$ cat src/rosc_pkg.sv
`default_nettype none

package rosc_pkg;

  // --------------------------------------------------
  // Widths with a meaning
  // --------------------------------------------------

  // Register bus address and data
  typedef logic [7:0]  bus_addr_t;
  typedef logic [31:0] bus_data_t;

  // Assembled entropy word, one accepted bit per position
  typedef logic [31:0] entropy_word_t;

  // Sample timer, counts clock cycles between strobes
  typedef logic [15:0] cycle_ctr_t;

  // Accepted bits so far, wraps after 32
  typedef logic [4:0]  bit_ctr_t;

  // --------------------------------------------------
  // Collector FSM
  // --------------------------------------------------

  // Two sample strobes, then one evaluate cycle
  typedef enum logic [1:0] {
    CTRL_SAMPLE1  = 2'd0,
    CTRL_SAMPLE2  = 2'd1,
    CTRL_EVALUATE = 2'd2
  } collect_state_t;

  // --------------------------------------------------
  // Shared bundles
  // --------------------------------------------------

  // Parity history of one bank
  // Bit 0 newest, bit 1 previous
  typedef struct packed {
    logic [1:0] hist;
  } osc_history_t;

  // Collector result as seen by the register API
  typedef struct packed {
    entropy_word_t word;
    logic          valid;
  } entropy_status_t;

  // --------------------------------------------------
  // Register map
  // --------------------------------------------------

  // Status register, ready flag in bit 0
  localparam bus_addr_t ADDR_STATUS      = 8'h09;
  localparam int        STATUS_READY_BIT = 0;

  // Entropy word, read clears ready
  localparam bus_addr_t ADDR_ENTROPY     = 8'h20;

  // Top level defaults
  // Total oscillator count is twice NUM_ROSC
  localparam int         DEFAULT_NUM_ROSC    = 16;
  localparam cycle_ctr_t DEFAULT_SAMPLE_RATE = 16'h1000;

endpackage

`default_nettype wire

$ cat src/entropy_collector.sv
`timescale 1ns/1ps
`default_nettype none

// Sample timer, collector FSM and entropy word assembly
module entropy_collector #(
  parameter rosc_pkg::cycle_ctr_t SAMPLE_RATE = rosc_pkg::DEFAULT_SAMPLE_RATE
) (
  input  logic                      clk,
  input  logic                      cycle_ctr_rst,
  input  rosc_pkg::osc_history_t    f_hist,
  input  rosc_pkg::osc_history_t    g_hist,
  input  logic                      entropy_read,
  output logic                      sample_strb,
  output rosc_pkg::entropy_status_t status
);

  import rosc_pkg::*;

  // --------------------------------------------------
  // State
  // --------------------------------------------------

  // Free-running timer between strobes
  cycle_ctr_t     cycle_ctr_reg;
  logic           cycle_ctr_done;

  // FSM
  collect_state_t state_reg;
  collect_state_t state_new;

  // Accepted bit count and word being built
  bit_ctr_t       bit_ctr_reg;
  entropy_word_t  entropy_reg;

  // Full word waiting for a read
  logic           valid_reg;

  // Evaluation terms
  logic           f_par;
  logic           g_par;
  logic           accept;
  logic           last_bit;

  // --------------------------------------------------
  // Timer and strobe
  // --------------------------------------------------

  assign cycle_ctr_done = (cycle_ctr_reg == SAMPLE_RATE);

  // Strobe only while sampling, one cycle wide
  assign sample_strb = cycle_ctr_done &&
                       ((state_reg == CTRL_SAMPLE1) || (state_reg == CTRL_SAMPLE2));

  // --------------------------------------------------
  // Acceptance rule
  // --------------------------------------------------

  // Parity over both samples of each bank
  assign f_par = ^f_hist.hist;
  assign g_par = ^g_hist.hist;

  // Banks must disagree
  // No accept while a word waits or is being read
  assign accept = (state_reg == CTRL_EVALUATE) && (f_par != g_par) &&
                  !valid_reg && !entropy_read;

  // This accept fills the word
  assign last_bit = (bit_ctr_reg == bit_ctr_t'(31));

  // Next state
  always_comb begin
    state_new = state_reg;
    case (state_reg)
      CTRL_SAMPLE1: begin
        if (sample_strb) begin
          state_new = CTRL_SAMPLE2;
        end
      end
      CTRL_SAMPLE2: begin
        if (sample_strb) begin
          state_new = CTRL_EVALUATE;
        end
      end
      // Single cycle, always back to sampling
      CTRL_EVALUATE: begin
        state_new = CTRL_SAMPLE1;
      end
      default: begin
        state_new = CTRL_SAMPLE1;
      end
    endcase
  end

  // --------------------------------------------------
  // Registers
  // --------------------------------------------------

  always_ff @(posedge clk) begin
    if (cycle_ctr_rst) begin
      cycle_ctr_reg <= '0;
      state_reg     <= CTRL_SAMPLE1;
      bit_ctr_reg   <= '0;
      entropy_reg   <= '0;
      valid_reg     <= 1'b0;
    end else begin
      // Timer wraps at the rate, keeps running while a word waits
      if (cycle_ctr_done) begin
        cycle_ctr_reg <= '0;
      end else begin
        cycle_ctr_reg <= cycle_ctr_reg + cycle_ctr_t'(1);
      end

      state_reg <= state_new;

      // Read wins, restarts collection
      if (entropy_read) begin
        bit_ctr_reg <= '0;
        valid_reg   <= 1'b0;
      end else if (accept) begin
        bit_ctr_reg <= bit_ctr_reg + bit_ctr_t'(1);
        if (last_bit) begin
          valid_reg <= 1'b1;
        end
      end

      // New bit enters at the LSB, first bit ends up MSB
      if (accept) begin
        entropy_reg <= {entropy_reg[30:0], g_par};
      end
    end
  end

  // To the register API
  assign status.word  = entropy_reg;
  assign status.valid = valid_reg;

endmodule

`default_nettype wire

$ cat src/osc_sampler.sv
`timescale 1ns/1ps
`default_nettype none

// One oscillator bank sampled into a two-bit parity history
module osc_sampler #(
  parameter int NUM_ROSC = rosc_pkg::DEFAULT_NUM_ROSC
) (
  input  logic                  clk,
  input  logic                  cycle_ctr_rst,
  input  logic [NUM_ROSC-1:0]   osc,
  input  logic                  sample_strb,
  output rosc_pkg::osc_history_t hist
);

  // --------------------------------------------------
  // Synchronizer
  // --------------------------------------------------

  // First stage may go metastable
  logic [NUM_ROSC-1:0] sync1_reg;
  // Second stage is the settled copy
  logic [NUM_ROSC-1:0] sync2_reg;

  // Bank parity of the settled lines
  logic parity;

  // History register
  rosc_pkg::osc_history_t hist_reg;

  // Each line gets its own two-flop chain
  always_ff @(posedge clk) begin
    if (cycle_ctr_rst) begin
      sync1_reg <= '0;
      sync2_reg <= '0;
    end else begin
      sync1_reg <= osc;
      sync2_reg <= sync1_reg;
    end
  end

  // --------------------------------------------------
  // Parity and history
  // --------------------------------------------------

  // XOR of all oscillators in the bank
  assign parity = ^sync2_reg;

  // Shift on the edge that closes the strobe cycle
  // Parity reflects inputs from three edges back
  always_ff @(posedge clk) begin
    if (cycle_ctr_rst) begin
      hist_reg.hist <= 2'b00;
    end else if (sample_strb) begin
      // Old newest becomes previous
      hist_reg.hist <= {hist_reg.hist[0], parity};
    end
  end

  // Registered history straight out
  assign hist = hist_reg;

endmodule

`default_nettype wire

$ cat src/rosc_api.sv
`timescale 1ns/1ps
`default_nettype none

// Register decode for the entropy source
module rosc_api (
  input  logic                      cs,
  input  logic                      we,
  input  rosc_pkg::bus_addr_t       address,
  input  rosc_pkg::bus_data_t       write_data,
  input  rosc_pkg::entropy_status_t status,
  output rosc_pkg::bus_data_t       read_data,
  output logic                      ready,
  output logic                      entropy_read
);

  import rosc_pkg::*;

  // --------------------------------------------------
  // Access decode
  // --------------------------------------------------

  // Read strobe for this register block
  logic rd_en;

  // Every access completes in its own cycle
  assign ready = cs;

  assign rd_en = cs && !we;

  // Entropy read tells the collector the word is taken
  assign entropy_read = rd_en && (address == ADDR_ENTROPY);

  // --------------------------------------------------
  // Read mux
  // --------------------------------------------------

  // Write data goes nowhere, no writable registers here
  // Writes still complete with ready
  always_comb begin
    read_data = '0;
    if (rd_en) begin
      case (address)
        // Ready flag only, rest reads zero
        ADDR_STATUS: begin
          read_data[STATUS_READY_BIT] = status.valid;
        end
        ADDR_ENTROPY: begin
          read_data = status.word;
        end
        // Unmapped reads return zero
        default: begin
          read_data = '0;
        end
      endcase
    end
  end

endmodule

`default_nettype wire

$ cat src/rosc_core.sv
`timescale 1ns/1ps
`default_nettype none

// Ring oscillator entropy source, register bus view
module rosc_core #(
  parameter int                   NUM_ROSC    = rosc_pkg::DEFAULT_NUM_ROSC,
  parameter rosc_pkg::cycle_ctr_t SAMPLE_RATE = rosc_pkg::DEFAULT_SAMPLE_RATE
) (
  input  logic                clk,
  input  logic                cycle_ctr_rst,
  // Raw oscillator banks from the LUT loops
  input  logic [NUM_ROSC-1:0] osc_f,
  input  logic [NUM_ROSC-1:0] osc_g,
  // Register bus
  input  logic                cs,
  input  logic                we,
  input  rosc_pkg::bus_addr_t address,
  input  rosc_pkg::bus_data_t write_data,
  output rosc_pkg::bus_data_t read_data,
  output logic                ready
);

  import rosc_pkg::*;

  // Strobe shared by both banks
  logic            sample_strb;
  // Parity histories
  osc_history_t    f_hist;
  osc_history_t    g_hist;
  // Word and ready flag toward the API
  entropy_status_t status;
  // Word consumed by a bus read
  logic            entropy_read;

  // --------------------------------------------------
  // Bank samplers
  // --------------------------------------------------

  osc_sampler #(.NUM_ROSC(NUM_ROSC)) f_sampler (
    .clk           (clk),
    .cycle_ctr_rst (cycle_ctr_rst),
    .osc           (osc_f),
    .sample_strb   (sample_strb),
    .hist          (f_hist)
  );

  osc_sampler #(.NUM_ROSC(NUM_ROSC)) g_sampler (
    .clk           (clk),
    .cycle_ctr_rst (cycle_ctr_rst),
    .osc           (osc_g),
    .sample_strb   (sample_strb),
    .hist          (g_hist)
  );

  // --------------------------------------------------
  // Collector and register API
  // --------------------------------------------------

  entropy_collector #(.SAMPLE_RATE(SAMPLE_RATE)) collector (
    .clk           (clk),
    .cycle_ctr_rst (cycle_ctr_rst),
    .f_hist        (f_hist),
    .g_hist        (g_hist),
    .entropy_read  (entropy_read),
    .sample_strb   (sample_strb),
    .status        (status)
  );

  rosc_api api (
    .cs           (cs),
    .we           (we),
    .address      (address),
    .write_data   (write_data),
    .status       (status),
    .read_data    (read_data),
    .ready        (ready),
    .entropy_read (entropy_read)
  );

endmodule

`default_nettype wire

$ cat config.mk
export PLATFORM = sky130hd
export DESIGN_NAME = rosc_core
export DESIGN_NICKNAME = d
export VERILOG_FILES = /design/src/rosc_pkg.sv /design/src/entropy_collector.sv /design/src/osc_sampler.sv /design/src/rosc_api.sv /design/src/rosc_core.sv
export SDC_FILE = /design/constraint.sdc
export NUM_CORES = 1
export LEC_CHECK = 0
export BUFFER_PORTS_ARGS = -buffer_cell sky130_fd_sc_hd__buf_2
export CAP_MARGIN = 20
export CELL_PAD_IN_SITES_DETAIL_PLACEMENT = 2
export CELL_PAD_IN_SITES_GLOBAL_PLACEMENT = 2
export CORE_MARGIN = 1.5
export CORE_UTILIZATION = 30
export CTS_CLUSTER_DIAMETER = 80
export CTS_CLUSTER_SIZE = 25
export DETAILED_ROUTE_END_ITERATION = 7
export GPL_ROUTABILITY_DRIVEN = 0
export PLACE_DENSITY = 0.7
export SLEW_MARGIN = 40
export SYNTH_ARGS = -nofsm -noshare
export SYNTH_HDL_FRONTEND = slang
export SYNTH_SLANG_ARGS = --single-unit
$ cat constraint.sdc
create_clock -name clk -period 1.9 [get_ports clk]
set_clock_uncertainty 0.05 [all_clocks]
set_input_delay 0.285 -clock clk [delete_from_list [all_inputs] [get_ports clk]]
set_output_delay 0.285 -clock clk [all_outputs]
set_load 0.02 [all_outputs]
==> results.cfg, run 1 <==
[critical_path]
crit_slowest_cell = or3_1
crit_type = reg -> reg
cpPeakStageDelay_ps = 400
cp.arrival_ps = 2040
cp_cell_sequence = xor2_2 -> xnor2_2 -> nand3_2 -> or3_1 -> a211oi_1
crit_path_end_kind = flop
start_kind = flop
critPathRequiredTime_ps = 2180
cp_max_fo = 4

[cells_and_area]
diodes = 0
drive_gt1_frac = 0.229
fin_cells = 760
fin_util = 0.386
largest_reg_flops = 32
nNetsFinal = 640
area_growth_pct = 26.2

[routing]
drt_first_pass_iters = 4
viasPerCell = 4.45
wl_per_cell_um = 13.2
drtAntennaViolNets = 0
drt-total-wl_mm = 10.0
drc = 0
drtIter0Drc = 95
vias = 3380

[power]
power_frac_comb = 0.045
seqPwrFrac = 0.444
power.share.clock = 0.511
switching_share = 0.211
ir_drop_uv = 526
internal-power_w = 0.00480
p_leak_nw = 2.34
power_density_nw_per_um2 = 1040
p_sw_w = 0.00128
total_power_w = 0.00608

[logic_synthesis]
yosysUniqueCellTypes = 38
synth.most_common_cell = dfxtp_1
synth_top_area_frac = 0.536
synth_edf_count = 0
synth_fa_ha_area_frac = 0.0108
synth-seq-cells = 124
syn_nets = 559
synth_common_cells = dfxtp_1, nand2_1, nor2b_1, a21oi_1, xnor2_1
ys_dominant_reg_cell = dfxtp_1
ys.warnings.count = 0
synth_top_area_cell = dfxtp_1
synthTopCellsByArea = dfxtp_1, nor2b_1, xnor2_1
seq_area_frac_synth = 0.536
synth-compound-area-share = 0.0478
syn_area_um2 = 4630
synth_mux_area_frac = 0.00432
synth-simple-area-share = 0.265
synth_top_family_by_area = simple AND/OR/NAND/NOR gates
synthArstFlopShare = 0
synth_xor_area_frac = 0.0978
synth.avg_cell_area_um2 = 9.67
synthCells = 479

[placed_design]
place_inst = 728
io_buffers = 76
dp_hpwl_mm = 6.76

[timing]
finalSetupViolCount = 0
hold_viol = 0
fmax_ghz = 0.569
rsz0062_at_grt = false
fin_crit_sh = 0.924
max_slew_margin = 0.726
slew_viol_final = 0
setup_tns_ps = 0
timing_worst_slew_pin_value_ps = 408
period_minus_slack_ps = 1760

[clock_tree]
cts_tree = built
htree_num_levels = 4
clockBufferDepth = 2
cts_sinks = 124
cts_inserted_buffers = 17
cts-hold-fix-buffers = 0
path_clk_slew_ps = 50
clock_latency_ps = 420
cts_root_buf = clkbuf_16

[floorplanning]
fp-row-count = 45
die_w_um = 127
io_pins = 109
chipHeight_um = 127
start_util = 0.306
core_area_um2 = 15100
design.die.area_um2 = 16200

[grt]
grt_antenna_before_repair = 0
gr-total-overflow = 0
grt_use_total = 0.138
grt_pass1_wl_mm = 17.5
grt_pass1_vias = 3668
grt_max_degree = 65

[status]
status = finished clean

[worst_hold_path]
hold_class = in -> reg

[flow_run]
drv_cap = 0
-- layout make-up --
| type | instances | area, µm² |
|---|---|---|
| Multi-Input combinational cell | 326 | 2010 |
| Clock inverter | 11 | 120 |
| Sequential cell | 124 | 2480 |
| Inverter | 3 | 11.3 |
| Timing Repair Buffer | 88 | 536 |
| Fill cell | 1641 | 9300 |
| Clock buffer | 20 | 457 |
| Tap cell | 188 | 235 |
-- worst max-delay path, delay by kind of cell, from the launching register on --
kind,cells,cell delay [ps]
AND/OR/NAND/NOR,2,610
XOR/XNOR,2,430
flip-flops,1,340
AO/OA/AOI/OAI,1,240
-- power groups by stage --
stage | logic [W] | clock network, W | registers (W)
floorplan | 0.000198 | 0 | 0.00274
global placement | 0.000265 | 0 | 0.00275
detailed placement | 0.000276 | 0 | 0.00275
CTS | 0.000279 | 0.00322 | 0.00270
global route | 0.000310 | 0.00335 | 0.00271
finish | 0.000274 | 0.00311 | 0.00270
-- routing by layer --
metal	up-vias	wire length, µm	GRT usage
li1	1695	-	-
met1	1581	4370	0.155
met2	85	4940	0.238
met3	19	476	0.0364
met4	0	250	0.0762
met5	-	0	0
-- cells in the final DEF, fill, tap and decap left out, types with 5 or more instances in the layout --
master     count
a21oi_1       35
and2_1        31
buf_12         5
buf_2         75
buf_4          8
clkbuf_16     17
dfxtp_1      124
nand2_1       71
nand3_1        7
nor2_1        21
nor2b_1       64
nor3_1         7
xnor2_1       31
xor2_1        16
-- path summary, 6_finish.rpt --
kind | from | endpoint | slack (ps) | cells past startpoint
setup / recovery | f_sampler.hist[0]$_SDFFE_PP0P_ | collector.bit_ctr_reg[3]$_SDFFE_PP0P_ | 140 | 5
hold / removal | osc_g[0] | g_sampler.sync1_reg[0]$_SDFF_PP0_ | 30 | 2
setup reg to reg | f_sampler.hist[0]$_SDFFE_PP0P_ | collector.bit_ctr_reg[3]$_SDFFE_PP0P_ | 140 | 5
hold reg to reg | f_sampler.sync1_reg[1]$_SDFF_PP0_ | f_sampler.sync2_reg[1]$_SDFF_PP0_ | 390 | 1
-- per-stage QoR --
step	cell area (µm²)	setup WS, ps	hold slack, ps
2_1_floorplan	4630	162	363
3_3_place_gp	5230	46.3	375
3_5_place_dp	5230	5.43	381
4_1_cts	5800	4.63	4.07
5_1_grt	5850	27.9	15.9
6_report	5850	144	25.3
-- cell families (layout without fill, tap and decap cells) --
logic type      after synthesis  in the layout
simple gates                228            228
buf+inv                      29            122
flops                       124            124
xor+xnor                     50             50
compound gates               42             42
fa+ha+maj                     4              4
mux                           2              2
-- what timing repair did --
item	CTS	global route
gates resized for setup	0	7
endpoints found under the setup margin	0	51
setup buffers	0	1
hold endpoints to repair	0	0
Power figures use the tool's default switching activity.
==> run 2, diff against run 1 <==
--- a/config.mk
+++ b/config.mk
@@ -11,6 +11,7 @@
 export CELL_PAD_IN_SITES_GLOBAL_PLACEMENT = 2
 export CORE_MARGIN = 1.5
 export CORE_UTILIZATION = 30
+export CTS_BUF_LIST = sky130_fd_sc_hd__clkbuf_4 sky130_fd_sc_hd__clkbuf_8
 export CTS_CLUSTER_DIAMETER = 80
 export CTS_CLUSTER_SIZE = 25
 export DETAILED_ROUTE_END_ITERATION = 7
==> run 2 against run 1 <==
Effect of this change: sequential power barely moved; first-iteration DRC count rose by 25%; utilization barely moved; die area did not move; critical path depth rose by 1; register-to-register slack barely moved; via count rose by 2.0%; non-clock buffer count rose by 19; power fell by 14%; clock power fell by 28%; design area barely moved; global-route usage fell by 0.57 points; critical path type is now in -> out; critical endpoint is now read_data[2]; largest power group is now sequential cells.
==> results.cfg, run 2 (synthesis gave the netlist of run 1 again) <==
[cells_and_area]
diodes = 0
largest_reg_flops = 32
nNetsFinal = 659
layout_commonest_cell = dfxtp_1
final_cell_mix = dfxtp_1, buf_2, nand2_1, nor2b_1, a21oi_1
area_growth_pct = 26.2
fin_cells = 779
drive_gt1_frac = 0.220

[worst_hold_path]
hold_class = in -> reg
min_from = osc_g[5]
hold_end = g_sampler.sync1_reg[5]$_SDFF_PP0_
worstHoldPathCells = 2

[clock_tree]
cts_sinks = 124
cts_root_buf = clkbuf_8
cts_tree = built
clockBufferDepth = 2
htree_num_levels = 4
postCtsSetupBuffers = 0
clock_latency_ps = 430
cts_inserted_buffers = 17
path_clk_slew_ps = 70

[critical_path]
start_kind = input port
r2r-end = collector.bit_ctr_reg[3]$_SDFFE_PP0P_
rr_worst_depth = 5
critPathMostFrequentCell = buf_2
r2r-start = g_sampler.hist[0]$_SDFFE_PP0P_
crit_slowest_cell = nor4b_4
crit_path_end_kind = primary output
cpPeakStageDelay_ps = 340
cp.arrival_ps = 1470
r2r_slack_ps = 140
critPathRequiredTime_ps = 1560
cp_cell_sequence = buf_2 -> nor4b_4 -> and3_4 -> buf_12 -> and2_1 -> buf_2
cp_max_fo = 32
cp_top_family = simple AND/OR/NAND/NOR gates
crit_type = in -> out
path_buf_inv = 3

[power]
power.share.clock = 0.428
switching_share = 0.223
p_sw_w = 0.00117
power_frac_comb = 0.058
power_density_nw_per_um2 = 896
total_power_w = 0.00524
seqPwrFrac = 0.514
ir_drop_uv = 408
internal-power_w = 0.00407
p_leak_nw = 2.33

[routing]
drc = 0
drtIter0Drc = 119
drt_first_pass_iters = 4
drt-total-wl_mm = 9.68
wl_per_cell_um = 12.4
viasPerCell = 4.42
drtAntennaViolNets = 0
vias = 3447

[floorplanning]
chipHeight_um = 127
fp-row-count = 45
core_area_um2 = 15100
die_w_um = 127
design.die.area_um2 = 16200
start_util = 0.306
io_pins = 109

[grt]
grt_pass1_wl_mm = 17.0
grt_max_degree = 65
grt_antenna_before_repair = 0
grt_use_total = 0.132
grt_pass1_vias = 3720
gr-total-overflow = 0

[timing]
finalSetupViolCount = 0
fmax_ghz = 0.554
setup_tns_ps = 0
fin_crit_sh = 0.951
hold_viol = 0
max_slew_margin = 0.732
slew_viol_final = 0
period_minus_slack_ps = 1810
rsz0062_at_grt = true
timing_worst_slew_pin_value_ps = 400

[status]
status = finished clean

[placed_design]
place_inst = 728
dp_hpwl_mm = 6.76
io_buffers = 76

[flow_run]
drv_cap = 0
-- run 2: cell count changes in the layout (fill, tap and decap cells not counted) --
| cell | previous run | this run |
|---|---|---|
| xnor2_2 | 2 | 1 |
| clkbuf_16 | 17 | 0 |
| clkbuf_4 | 0 | 1 |
| clkbuf_8 | 2 | 19 |
| buf_4 | 8 | 7 |
| clkbuf_1 | 1 | 0 |
| dlygate4sd3_1 | 0 | 20 |
| xnor2_1 | 31 | 32 |
-- run 2: power by group through the flow --
| stage | logic (W) | registers, W | clock network [W] |
|---|---|---|---|
| final | 0.000304 | 0.00269 | 0.00224 |
| after floorplan | 0.000198 | 0.00274 | 0 |
| after global routing | 0.000341 | 0.00270 | 0.00247 |
| after CTS | 0.000309 | 0.00270 | 0.00235 |
| after global placement | 0.000265 | 0.00275 | 0 |
| after detailed placement | 0.000276 | 0.00275 | 0 |
-- run 2: stage by stage --
stage / cell area (µm²) / setup WS, ps / hold slack (ps) / utilization
6_report: 5850 / 93.7 / 24.5 / 0.386
3_5_place_dp: 5230 / 5.43 / 381 / 0.345
2_1_floorplan: 4630 / 162 / 363 / -
3_3_place_gp: 5230 / 46.3 / 375 / 0.345
5_1_grt: 5850 / 1.87 / 0.540 / 0.386
4_1_cts: 5820 / 5.14 / 1.44 / 0.384
-- run 2: cell type report --
cell class	count	area, µm²
fillers	1655	9300
well taps	188	235
multi-input cells	326	2000
flip-flops and latches	124	2480
inverters	3	11.3
repair buffers	107	728
clock buffers	20	269
clock inverters	11	120
-- run 2: routing by layer --
metal / global-route usage / vias to the layer above / share of wire
met1: 0.147 / 1616 / 0.43
met4: 0.0602 / 0 / 0.018
met2: 0.234 / 85 / 0.50
met5: 0 / - / 0
li1: - / 1730 / -
met3: 0.0381 / 16 / 0.044
-- run 2: worst max-delay path by stage --
stage / from / end / slack [ps] / cells past startpoint
2_1_floorplan: address[7] / read_data[10] / 160 / 5
3_3_place_gp: address[7] / read_data[3] / 50 / 6
3_5_place_dp: address[7] / read_data[2] / 5 / 6
4_1_cts: address[7] / read_data[2] / 5 / 6
5_1_grt: address[7] / read_data[3] / 2 / 6
6_report: address[7] / read_data[2] / 90 / 6
-- run 2: timing repair --
item                                   4_1_cts  5_1_grt
gates resized for setup                      0        6
endpoints found under the hold margin       20        0
hold buffers                                20        0
setup endpoints to repair                    0       49
==> run 3, diff against run 2 <==
--- a/config.mk
+++ b/config.mk
@@ -7,8 +7,8 @@
 export LEC_CHECK = 0
 export BUFFER_PORTS_ARGS = -buffer_cell sky130_fd_sc_hd__buf_2
 export CAP_MARGIN = 20
-export CELL_PAD_IN_SITES_DETAIL_PLACEMENT = 2
-export CELL_PAD_IN_SITES_GLOBAL_PLACEMENT = 2
+export CELL_PAD_IN_SITES_DETAIL_PLACEMENT = 1
+export CELL_PAD_IN_SITES_GLOBAL_PLACEMENT = 1
 export CORE_MARGIN = 1.5
 export CORE_UTILIZATION = 30
 export CTS_BUF_LIST = sky130_fd_sc_hd__clkbuf_4 sky130_fd_sc_hd__clkbuf_8
@@ -16,7 +16,7 @@
 export CTS_CLUSTER_SIZE = 25
 export DETAILED_ROUTE_END_ITERATION = 7
 export GPL_ROUTABILITY_DRIVEN = 0
-export PLACE_DENSITY = 0.7
+export PLACE_DENSITY = 0.58
 export SLEW_MARGIN = 40
 export SYNTH_ARGS = -nofsm -noshare
 export SYNTH_HDL_FRONTEND = slang
==> run 3 against run 2 <==
Effect of this change: sequential power hardly changed; flip-flop and latch count unchanged; register-to-register slack barely moved; design area up 0.32%; worst hold slack better by 1.5 ps; via count shrank 1.2%; sequential share of layout area down 0.14 points; utilization is 0.12 points higher; critical path depth unchanged; wire length decreased by 8.8%; non-clock buffer count is 4 higher; worst setup slack improved by 21 ps; critical path type unchanged.
==> results.cfg, run 3 (synthesis gave the netlist of run 1 again) <==
[status]
status = finished clean

[cells_and_area]
final_cell_mix = dfxtp_1, buf_2, nand2_1, nor2b_1, a21oi_1
area_growth_pct = 26.6
drive_gt1_frac = 0.220
fin_util = 0.387
diodes = 0
nNetsFinal = 663
layout_commonest_cell = dfxtp_1
largest_reg_flops = 32

[grt]
grt_antenna_before_repair = 0
grt_pass1_wl_mm = 14.9
grt_use_total = 0.116
grt_max_degree = 65
grt_pass1_vias = 3470
gr-total-overflow = 0

[critical_path]
crit_end = read_data[2]
cp-startpoint = we
rr_worst_depth = 5
crit_type = in -> out
r2r-end = collector.bit_ctr_reg[3]$_SDFFE_PP0P_
cp.arrival_ps = 1450
start_kind = input port
critPathRequiredTime_ps = 1560
crit_path_end_kind = primary output
cp_max_fo = 32
r2r_slack_ps = 130
r2r-start = g_sampler.hist[0]$_SDFFE_PP0P_

[timing]
period_minus_slack_ps = 1790
fin_crit_sh = 0.940
finalSetupViolCount = 0
layout_setup_ws_ps = 114
slew_viol_final = 0
holdWs_ps = 26.0
hold_viol = 0
rsz0062_at_grt = false
timing_worst_slew_pin_value_ps = 401
max_slew_margin = 0.731
fmax_ghz = 0.560

[power]
power.share.clock = 0.400
internal-power_w = 0.00383
seqPwrFrac = 0.538
switching_share = 0.233
p_sw_w = 0.00117
power_frac_comb = 0.062
p_leak_nw = 2.33
power_density_nw_per_um2 = 853
total_power_w = 0.00500
ir_drop_uv = 533

[routing]
drc = 0
top_layer_used = met4
drtAntennaViolNets = 0
wl_met1_mm = 3.98
drt_first_pass_iters = 6
drt-total-wl_mm = 8.83
wl_met3_um = 389
viasPerCell = 4.35
drtIter0Drc = 76
dr_wl_met2_mm = 4.29
wl_per_cell_um = 11.3
vias = 3407

[placed_design]
dp_hpwl_mm = 6.00
place_ws_ps = -19.9
io_buffers = 76

[floorplanning]
start_util = 0.306
chipHeight_um = 127
io_pins = 109
core_area_um2 = 15100
design.die.area_um2 = 16200
fp-row-count = 45
die_w_um = 127

[clock_tree]
cts_tree = built
path_clk_slew_ps = 70
clock_latency_ps = 440
cts_sinks = 124
postCtsSetupBuffers = 0
htree_num_levels = 4
cts_inserted_buffers = 17
cts_root_buf = clkbuf_8
clockBufferDepth = 2

[worst_hold_path]
hold_class = in -> reg

[flow_run]
drv_cap = 0
-- run 3: changes by cell type in the layout (fill, tap and decap cells not counted), moves of 2 or more --
cell | before | now
dlygate4sd3_1 | 20 | 24
clkbuf_4 | 1 | 4
buf_12 | 5 | 7
buf_4 | 7 | 5
bufinv_16 | 2 | 0
clkinvlp_4 | 3 | 5
-- run 3: worst max-delay path: stages --
cell and delay, ps:
buf_2 110, nor4b_4 340, and3_4 250, buf_12 150, and2_1 140, buf_2 160
-- run 3: per-stage QoR --
| step | area, µm² | setup TNS (ps) | std cells |
|---|---|---|---|
| 2_1_floorplan | 4630 | 0 | 479 |
| 3_3_place_gp | 5250 | 0 | 728 |
| 3_5_place_dp | 5250 | -97.3 | 728 |
| 4_1_cts | 5850 | 0 | 784 |
| 5_1_grt | 5870 | 0 | 784 |
| 6_report | 5870 | 0 | 784 |
-- run 3: repair_timing --
item	4_1_cts	5_1_grt
gates resized for setup	1	4
hold buffers	24	0
setup endpoints to repair	10	40
pin swaps	0	2
hold endpoints to repair	24	0
-- run 3: power by group through the flow --
stage          logic (W)  registers [W]  clock network, W
3_5_place_dp    0.000275        0.00275                 0
6_report        0.000309        0.00269           0.00200
4_1_cts         0.000314        0.00269           0.00209
5_1_grt         0.000345        0.00270           0.00221
3_3_place_gp    0.000268        0.00275                 0
2_1_floorplan   0.000198        0.00274                 0
-- run 3: worst min-delay path by stage --
stage	start	endpoint	slack (ps)	cells after the start
final	osc_g[1]	g_sampler.sync1_reg[1]$_SDFF_PP0_	30	2
after floorplan	osc_f[0]	f_sampler.sync1_reg[0]$_SDFF_PP0_	360	1
after global routing	osc_g[1]	g_sampler.sync1_reg[1]$_SDFF_PP0_	5	2
after global placement	g_sampler.sync1_reg[6]$_SDFF_PP0_	g_sampler.sync2_reg[6]$_SDFF_PP0_	380	1
after CTS	osc_g[1]	g_sampler.sync1_reg[1]$_SDFF_PP0_	1	2
after detailed placement	g_sampler.sync1_reg[5]$_SDFF_PP0_	g_sampler.sync2_reg[5]$_SDFF_PP0_	370	1
-- run 3: area by class of cell --
type | count | area, µm²
Clock buffer | 22 | 278
Clock inverter | 10 | 70.1
Fill cell | 1748 | 9280
Inverter | 3 | 11.3
Multi-Input combinational cell | 326 | 2000
Sequential cell | 124 | 2480
Tap cell | 188 | 235
Timing Repair Buffer | 111 | 793
-- run 3: layer usage --
| layer | vias to the layer above | global-route usage |
|---|---|---|
| met1 | 1571 | 0.124 |
| met5 | - | 0 |
| met4 | 0 | 0.0642 |
| li1 | 1740 | - |
| met3 | 17 | 0.0369 |
| met2 | 79 | 0.204 |
